File: src/include/opp_settings.svh
`ifndef OPP_SETTINGS_SVH
`define OPP_SETTINGS_SVH

//////////////////////////////
// widths and compute latency
//////////////////////////////

`define OPP_W_IN          18  // error sample width
`define OPP_W_OUT         16  // output word, bounds and init width

// one cycle per datapath stage
`define OPP_COMP_LATENCY  3   // mult, acc, clamp

`endif

File: src/opp_pkg.sv
package opp_pkg;

	//////////////////////////////
	// control FSM states
	//////////////////////////////

	typedef enum logic [1:0] {
		st_idle    = 2'd0,  // wait for a valid sample
		st_compute = 2'd1,  // step through datapath stages
		st_send    = 2'd2,  // four-phase transfer to dac queue
		st_done    = 2'd3   // commit result as previous output
	} opp_state_t;

	//////////////////////////////
	// datapath stage opcodes
	//////////////////////////////

	// issued by the control, one per compute cycle
	typedef enum logic [1:0] {
		stg_none  = 2'd0,  // hold all stage registers
		stg_mult  = 2'd1,  // register sample times gain
		stg_acc   = 2'd2,  // add previous output
		stg_clamp = 2'd3   // window limit or init select
	} opp_stage_t;

endpackage

File: src/opp_param_bank.sv
`timescale 1ns/1ns
`include "opp_settings.svh"

module opp_param_bank (
	input  logic                         clk_in,          // system clock
	input  logic                         reset_in,        // async reset
	input  logic                         update,          // panel update pulse
	input  logic                         update_en,       // arms the update pulse

	// values from the front panel
	input  logic signed [`OPP_W_OUT-1:0] out_max_in_val,  // upper bound
	input  logic signed [`OPP_W_OUT-1:0] out_min_in_val,  // lower bound
	input  logic signed [`OPP_W_OUT-1:0] out_init_in_val, // initial output
	input  logic signed [7:0]            gain_in_val,     // signed gain

	// active settings to the datapath
	output logic signed [`OPP_W_OUT-1:0] act_max,         // active upper bound
	output logic signed [`OPP_W_OUT-1:0] act_min,         // active lower bound
	output logic signed [`OPP_W_OUT-1:0] act_init,        // active initial value
	output logic signed [7:0]            act_gain,        // active gain
	output logic                         reload           // restart accumulator
);

	//////////////////////////////
	// update qualification
	//////////////////////////////

	logic load;  // gated update, the only place update_en is tested

	assign load = update & update_en;

	//////////////////////////////
	// active parameter registers
	//////////////////////////////

	always_ff @(posedge clk_in or posedge reset_in) begin
		if (reset_in) begin
			act_max  <= '0;  // all settings clear on reset
			act_min  <= '0;
			act_init <= '0;
			act_gain <= '0;
		end else if (load) begin
			act_max  <= out_max_in_val;
			act_min  <= out_min_in_val;
			act_init <= out_init_in_val;
			act_gain <= gain_in_val;
		end
	end

	//////////////////////////////
	// reload strobe
	//////////////////////////////

	// The strobe follows the latching edge by one cycle, so act_init
	// already carries the new initial value when the datapath reloads.
	always_ff @(posedge clk_in or posedge reset_in) begin
		if (reset_in) begin
			reload <= 1'b0;
		end else begin
			reload <= load;  // single-cycle pulse
		end
	end

endmodule

File: src/opp_datapath.sv
`timescale 1ns/1ns
`include "opp_settings.svh"

module opp_datapath (
	input  logic                         clk_in,    // system clock
	input  logic                         reset_in,  // async reset
	input  logic signed [`OPP_W_IN-1:0]  sample,    // raw error sample
	input  logic                         capture,   // latch sample
	input  opp_pkg::opp_stage_t          stage,     // stage to advance
	input  logic                         commit,    // result becomes previous output
	input  logic                         reload,    // previous output from init
	input  logic signed [`OPP_W_OUT-1:0] act_max,   // upper bound
	input  logic signed [`OPP_W_OUT-1:0] act_min,   // lower bound
	input  logic signed [`OPP_W_OUT-1:0] act_init,  // initial value
	input  logic signed [7:0]            act_gain,  // signed gain
	input  logic                         lock_en,   // lock closed when high
	output logic signed [`OPP_W_OUT-1:0] result     // clamped output word
);
	import opp_pkg::*;

	localparam int W_IN  = `OPP_W_IN;
	localparam int W_OUT = `OPP_W_OUT;
	localparam int P_W   = W_OUT + 9;  // product and sum width

	logic signed [W_OUT-1:0] sample_cnv;  // sample at output width
	logic signed [W_OUT-1:0] sample_q;    // captured sample
	logic signed [W_OUT-1:0] prev_out;    // previous committed output
	logic signed [P_W-1:0]   product_q;   // mult stage register
	logic signed [P_W-1:0]   sum_q;       // acc stage register
	logic signed [P_W-1:0]   max_ext;     // bounds at sum width
	logic signed [P_W-1:0]   min_ext;
	logic signed [P_W-1:0]   hi_lim;      // after upper bound
	logic signed [P_W-1:0]   lo_lim;      // after lower bound

	//////////////////////////////
	// width conversion
	//////////////////////////////

	generate
		if (W_OUT < W_IN) begin : g_trunc
			assign sample_cnv = sample[W_IN-1 -: W_OUT];  // keep upper bits
		end else begin : g_sext
			assign sample_cnv = sample;  // signed, so sign-extended
		end
	endgenerate

	//////////////////////////////
	// clamp logic
	//////////////////////////////

	assign max_ext = act_max;  // sign-extend to sum width
	assign min_ext = act_min;

	// upper bound first, lower bound last so min wins on crossed bounds
	assign hi_lim = (sum_q > max_ext) ? max_ext : sum_q;
	assign lo_lim = (hi_lim < min_ext) ? min_ext : hi_lim;

	//////////////////////////////
	// stage registers
	//////////////////////////////

	always_ff @(posedge clk_in) begin
		if (capture) begin
			sample_q <= sample_cnv;
		end
		case (stage)
			stg_mult:  product_q <= sample_q * act_gain;  // full precision
			stg_acc:   sum_q     <= product_q + prev_out; // prev sign-extended
			stg_clamp: result    <= lock_en ? lo_lim[W_OUT-1:0] : act_init;
			default:   ;                                  // stg_none holds
		endcase
	end

	//////////////////////////////
	// previous output register
	//////////////////////////////

	always_ff @(posedge clk_in or posedge reset_in) begin
		if (reset_in) begin
			prev_out <= '0;
		end else if (reload) begin
			prev_out <= act_init;  // restart from new init
		end else if (commit) begin
			prev_out <= result;    // accumulate from last output
		end
	end

endmodule

File: src/opp_control.sv
`timescale 1ns/1ns
`include "opp_settings.svh"

module opp_control (
	input  logic                clk_in,        // system clock
	input  logic                reset_in,      // async reset
	input  logic                sample_valid,  // one-cycle sample strobe
	input  logic                dac_ack,       // queue acknowledge
	output logic                sample_ready,  // high only when idle
	output logic                capture,       // datapath latches sample
	output opp_pkg::opp_stage_t stage,         // stage opcode to datapath
	output logic                commit,        // latch previous output
	output logic                dac_req        // queue request
);
	import opp_pkg::*;

	localparam int LAT   = `OPP_COMP_LATENCY;
	localparam int CNT_W = (LAT > 1) ? $clog2(LAT) : 1;

	opp_state_t       cur_state;   // current state
	opp_state_t       next_state;  // next state
	logic [CNT_W-1:0] counter;     // intrastate counter
	logic             ack_seen;    // send substate, ack arrived

	//////////////////////////////
	// handshake to datapath
	//////////////////////////////

	assign sample_ready = (cur_state == st_idle);
	assign capture      = sample_ready & sample_valid;  // strobe ignored otherwise
	assign commit       = (cur_state == st_done);

	// one opcode per compute cycle
	always_comb begin
		stage = stg_none;
		if (cur_state == st_compute) begin
			if (counter == CNT_W'(0)) begin
				stage = stg_mult;
			end else if (counter == CNT_W'(1)) begin
				stage = stg_acc;
			end else if (counter == CNT_W'(2)) begin
				stage = stg_clamp;
			end
		end
	end

	//////////////////////////////
	// state machine
	//////////////////////////////

	always_ff @(posedge clk_in or posedge reset_in) begin
		if (reset_in) begin
			cur_state <= st_idle;
		end else begin
			cur_state <= next_state;
		end
	end

	always_ff @(posedge clk_in or posedge reset_in) begin
		if (reset_in) begin
			counter <= '0;
		end else if (cur_state != next_state) begin
			counter <= '0;               // restart on state change
		end else if (cur_state == st_compute) begin
			counter <= counter + 1'b1;   // one step per stage
		end
	end

	always_comb begin
		next_state = cur_state;  // stay by default
		case (cur_state)
			st_idle: begin
				if (sample_valid) begin
					next_state = st_compute;
				end
			end
			st_compute: begin
				if (counter == CNT_W'(LAT - 1)) begin
					next_state = st_send;
				end
			end
			st_send: begin
				if (ack_seen && !dac_ack) begin
					next_state = st_done;  // ack fell with req low
				end
			end
			default: begin
				next_state = st_idle;  // st_done lasts one cycle
			end
		endcase
	end

	//////////////////////////////
	// four-phase dac handshake
	//////////////////////////////

	always_ff @(posedge clk_in or posedge reset_in) begin
		if (reset_in) begin
			dac_req  <= 1'b0;
			ack_seen <= 1'b0;
		end else if (cur_state == st_send) begin
			if (!ack_seen && !dac_req && !dac_ack) begin
				dac_req <= 1'b1;   // raise once ack is low
			end else if (dac_req && dac_ack) begin
				dac_req  <= 1'b0;  // ack seen, drop req
				ack_seen <= 1'b1;
			end else if (ack_seen && !dac_ack) begin
				ack_seen <= 1'b0;  // transfer complete
			end
		end
	end

endmodule

File: src/opp_top.sv
`timescale 1ns/1ns
`include "opp_settings.svh"

module opp_top (
	input  logic                         clk_in,        // system clock
	input  logic                         reset_in,      // async reset

	// upstream error samples
	input  logic signed [`OPP_W_IN-1:0]  sample,        // error sample
	input  logic                         sample_valid,  // one-cycle strobe
	output logic                         sample_ready,  // accepting samples

	// front panel
	input  logic signed [`OPP_W_OUT-1:0] out_max,       // upper bound
	input  logic signed [`OPP_W_OUT-1:0] out_min,       // lower bound
	input  logic signed [`OPP_W_OUT-1:0] out_init,      // initial output
	input  logic signed [7:0]            gain,          // signed gain
	input  logic                         lock_en,       // lock enable
	input  logic                         update_en,     // arms update
	input  logic                         update,        // update pulse

	// dac command queue
	output logic signed [`OPP_W_OUT-1:0] dac_data,      // output word
	output logic                         dac_req,       // four-phase request
	input  logic                         dac_ack        // four-phase acknowledge
);
	import opp_pkg::*;

	logic signed [`OPP_W_OUT-1:0] act_max;   // active settings
	logic signed [`OPP_W_OUT-1:0] act_min;
	logic signed [`OPP_W_OUT-1:0] act_init;
	logic signed [7:0]            act_gain;
	logic                         reload;    // bank to datapath
	logic                         capture;   // control to datapath
	logic                         commit;
	opp_stage_t                   stage;

	//////////////////////////////
	// parameter bank
	//////////////////////////////

	opp_param_bank opp_param_bank_inst (
		.clk_in          (clk_in),
		.reset_in        (reset_in),
		.update          (update),
		.update_en       (update_en),
		.out_max_in_val  (out_max),
		.out_min_in_val  (out_min),
		.out_init_in_val (out_init),
		.gain_in_val     (gain),
		.act_max         (act_max),
		.act_min         (act_min),
		.act_init        (act_init),
		.act_gain        (act_gain),
		.reload          (reload)
	);

	//////////////////////////////
	// control and datapath
	//////////////////////////////

	opp_control opp_control_inst (
		.clk_in       (clk_in),
		.reset_in     (reset_in),
		.sample_valid (sample_valid),
		.dac_ack      (dac_ack),
		.sample_ready (sample_ready),
		.capture      (capture),
		.stage        (stage),
		.commit       (commit),
		.dac_req      (dac_req)
	);

	opp_datapath opp_datapath_inst (
		.clk_in   (clk_in),
		.reset_in (reset_in),
		.sample   (sample),
		.capture  (capture),
		.stage    (stage),
		.commit   (commit),
		.reload   (reload),
		.act_max  (act_max),
		.act_min  (act_min),
		.act_init (act_init),
		.act_gain (act_gain),
		.lock_en  (lock_en),
		.result   (dac_data)  // held while req is high
	);

endmodule

File: config.mk
export PLATFORM = sky130hd
export DESIGN_NAME = opp_top
export DESIGN_NICKNAME = d
export VERILOG_FILES = /design/src/opp_pkg.sv /design/src/opp_param_bank.sv /design/src/opp_datapath.sv /design/src/opp_control.sv /design/src/opp_top.sv
export VERILOG_INCLUDE_DIRS = /design/src /design/src/include
export SDC_FILE = /design/constraint.sdc
export NUM_CORES = 1
export LEC_CHECK = 0
export BUFFER_PORTS_ARGS = -buffer_cell sky130_fd_sc_hd__buf_4
export CAP_MARGIN = 25
export CORE_MARGIN = 8
export CORE_UTILIZATION = 40
export CTS_CLUSTER_SIZE = 24
export DETAILED_ROUTE_END_ITERATION = 7
export SLEW_MARGIN = 20
export SYNTH_ARGS = -nofsm -noshare
export SYNTH_HDL_FRONTEND = slang
export SYNTH_SLANG_ARGS = --single-unit
export TNS_END_PERCENT = 10
File: constraint.sdc
create_clock -name clk_in -period 6.1 [get_ports clk_in]
set_clock_uncertainty 0.1 [all_clocks]
set_input_delay 0.61 -clock clk_in [delete_from_list [all_inputs] [get_ports clk_in]]
set_output_delay 0.61 -clock clk_in [all_outputs]
set_load 0.05 [all_outputs]
==> flow_summary.yaml <==
setup_path:
  critical_path_class: "reg2reg"
  max_stage_delay_ps: 560
  critPathRequiredTime_ps: 6160
  cp_num_buf_inv: 2
  endpoint_kind: "register"
  cp.arrival_ps: 5570
  cp_slowest_cell: "or4_4"
  cp_max_fo: 16
  worstPathCellList: "inv_1 > ha_1 > nand4_1 > or4_4 > or4_4 > o2111ai_1 > buf_4 > nand2_4 > mux2_2 > ha_1 > a21o_1 > a21o_1 > a2111oi_0 > o21ai_0 > a22oi_1 > a21o_1 > and2_4 > o221ai_1"
  path_common_cell: "a21o_1"
  cpLargestDelayFamily: "simple AND/OR/NAND/NOR gates"
  start_kind: "register"
logic_synthesis:
  synthCells: 1278
  synth-xor-area-share_pct: 2.56
  syn_area_per_cell_sq_um: 10.2
  ys_seq_area_share_pct: 33.9
  synth_edf_count: 81
  synthArstFlopShare_pct: 49.4
  synth_cell_types: 60
  synth-compound-area-share_pct: 10.8
  synth_top_area_cell: "edfxtp_1"
  syn_area_sq_um: 13000
  synthFlopType: "edfxtp_1"
  synth-seq-cells: 160
  yosysMostFrequentCell: "inv_1"
  synth_top_family_by_area: "adder cells"
  yosysWarnings: 0
  yosys.area_share.simple_pct: 14.8
  synthTopCellsByCount: "187 x inv_1, 133 x nand2_1, 120 x ha_1, 104 x fa_1, 90 x and2_1"
  netlist.area_leader.share_pct: 18.7
  synthMuxAreaShare_pct: 3.65
  synthTopCellsByArea: "edfxtp_1 19%, fa_1 16%, dfrtp_1 15%, ha_1 12%, inv_1 5.4%"
  synthesis.nets: 1583
  synthAdderAreaFrac_pct: 27.6
drt:
  wl_met3_mm: 1.20
  drc_errors: 0
  drt_iter0_drc: 600
  topRoutingLayerUsed: "met4"
  routed_wl_mm: 30.9
  num_vias: 9120
  wl_met2_mm: 14.4
  drt-pass1-iter-count: 5
  ant_nets: 0
  routed_via_density: 5.01
  wl_per_cell_microns: 16.9
  wl_met1_mm: 14.4
grt:
  grt_max_degree: 68
  overflow: 0
  grt_pass1_vias: 9523
  antenna_found_initial: 0
  grt_first_pass_wirelength_mm: 50.1
  track_usage_pct: 16.4
floorplanning:
  start_util_pct: 40.2
  fp.dieH_microns: 196
  die_area_sq_um: 38500
  ios: 99
  core-area_sq_um: 32300
  die_x_microns: 196
  row_count: 66
worst_hold_path:
  worst_hold_path_type: "in2async"
timing:
  finalMaxSlewViolations: 0
  rsz0062_at_grt: "false"
  setup_slack_ps: 585
  hold_violations: 0
  clock.fmax_mhz: 181
  period_minus_slack_ps: 5510
  tns_ps: 0
  tightest_slew_ps: 989
  setup_violations: 0
  relSlewSlack_pct: 33.9
  min_period_over_period_pct: 90.4
cells_and_area:
  drive_gt1_share_pct: 13.7
  nets: 1672
  area_growth_pct: 13.8
  diodes: 0
cts:
  cts_hold_buf: 0
  clockBufferDepth: 2
  numCtsBuffers: 17
  postCtsSetupRepairBufs: 0
  clkLatencyLatePin_ps: 440
  cts_sinks: 160
  cts.clk_slew.worst_paths_ps: 80
  post_cts_resized: 0
  root_buffer: "clkbuf_16"
  cts_max_level: 4
  cts_tree: "done"
placed_design:
  preCtsSetupSlack_ps: 634
  gp_congestion: 0.859
  io_buffers: 96
  dp_hpwl_mm: 24.0
status:
  status: "completed"
run:
  maxCapViolations: 0
## cells by family after synthesis
logic type               after synthesis
AO/OA/AOI/OAI                        213
XOR/XNOR                              38
adder cells (fa/ha/maj)              224
buffers and inverters                223
flip-flops                           160
multiplexers                          41
AND/OR/NAND/NOR                      379
## cell usage in the layout (no fill, tap or decap), types with 8 or more instances in the layout
| cell | n |
|---|---|
| mux2i_1 | 17 |
| fa_1 | 104 |
| o21ai_0 | 87 |
| nor3_1 | 16 |
| mux2_4 | 9 |
| a21o_1 | 20 |
| nor2b_1 | 8 |
| nand2_1 | 133 |
| o21a_1 | 8 |
| edfxtp_1 | 81 |
| nand2b_1 | 18 |
| and2_1 | 90 |
| mux2_2 | 15 |
| clkbuf_16 | 17 |
| nand3_1 | 20 |
| nand4_1 | 29 |
| nor2_1 | 41 |
| xor2_1 | 9 |
| o221ai_2 | 10 |
| ha_1 | 120 |
| dfrtp_1 | 79 |
| xnor2_1 | 29 |
| buf_4 | 105 |
| a21oi_1 | 38 |
| inv_1 | 185 |
## worst paths after layout
check / endpoint / slack (ps) / startpoint / cells after the start
max: opp_datapath_inst.result[4] / 590 / opp_param_bank_inst.act_max[15] / 18
min: opp_control_inst.cur_state[1] / 3 / reset_in / 2
max reg2reg: opp_datapath_inst.result[4] / 590 / opp_param_bank_inst.act_max[15] / 18
min reg2reg: opp_datapath_inst.prev_out[1] / 380 / opp_param_bank_inst.act_init[1] / 2
max in group asynchronous: opp_datapath_inst.prev_out[3] / 4690 / reset_in / 3
min in group clk_in: opp_datapath_inst.sample_q[12] / 250 / sample[14] / 1
## sequential cells by signal, indices dropped and copies added (netlist names)
signal / cells
opp_datapath_inst.product_q: 24
opp_control_inst.dac_req: 1
opp_param_bank_inst.act_init: 16
opp_param_bank_inst.reload: 1
opp_param_bank_inst.act_max: 16
opp_param_bank_inst.act_min: 16
opp_datapath_inst.result: 16
opp_datapath_inst.prev_out: 16
opp_control_inst.cur_state: 2
opp_datapath_inst.sum_q: 25
opp_control_inst.counter: 2
opp_datapath_inst.sample_q: 16
opp_control_inst.ack_seen: 1
opp_param_bank_inst.act_gain: 8
## final cells by class
type | count | area, sq um
Clock inverter | 14 | 161
Fill cell | 3121 | 17500
Tap cell | 442 | 553
Sequential cell | 160 | 4410
Multi-Input combinational cell | 895 | 7720
Clock buffer | 18 | 439
Inverter | 188 | 707
Timing Repair Buffer | 105 | 788
## per-stage QoR
step	instances	hold WS (ps)	area, sq um	utilization [%]
final	1822	3.09	14800	45.8
after floorplan	1278	350	13000	-
after CTS	1822	0.879	14800	45.8
after detailed placement	1790	364	14200	43.9
after global routing	1822	6.21	14800	45.8
after global placement	1790	361	14200	43.9
## worst reg2reg max path: cells and delay by family, from the launching register on
family | cells | cell delay [ps]
simple gates | 5 | 1730
compound gates | 8 | 1540
fa+ha+maj | 2 | 690
buf+inv | 2 | 420
flops | 1 | 400
mux | 1 | 360
## per-layer routing
layer	track usage, %	vias up
met3	3.07	35
met5	0	-
met4	5.22	0
met2	27.4	182
li1	-	4489
met1	21.4	4414
Power is left out: the tool's default activity adds up to more than one toggle a clock period on the data nets, which glitch-free logic cannot reach.
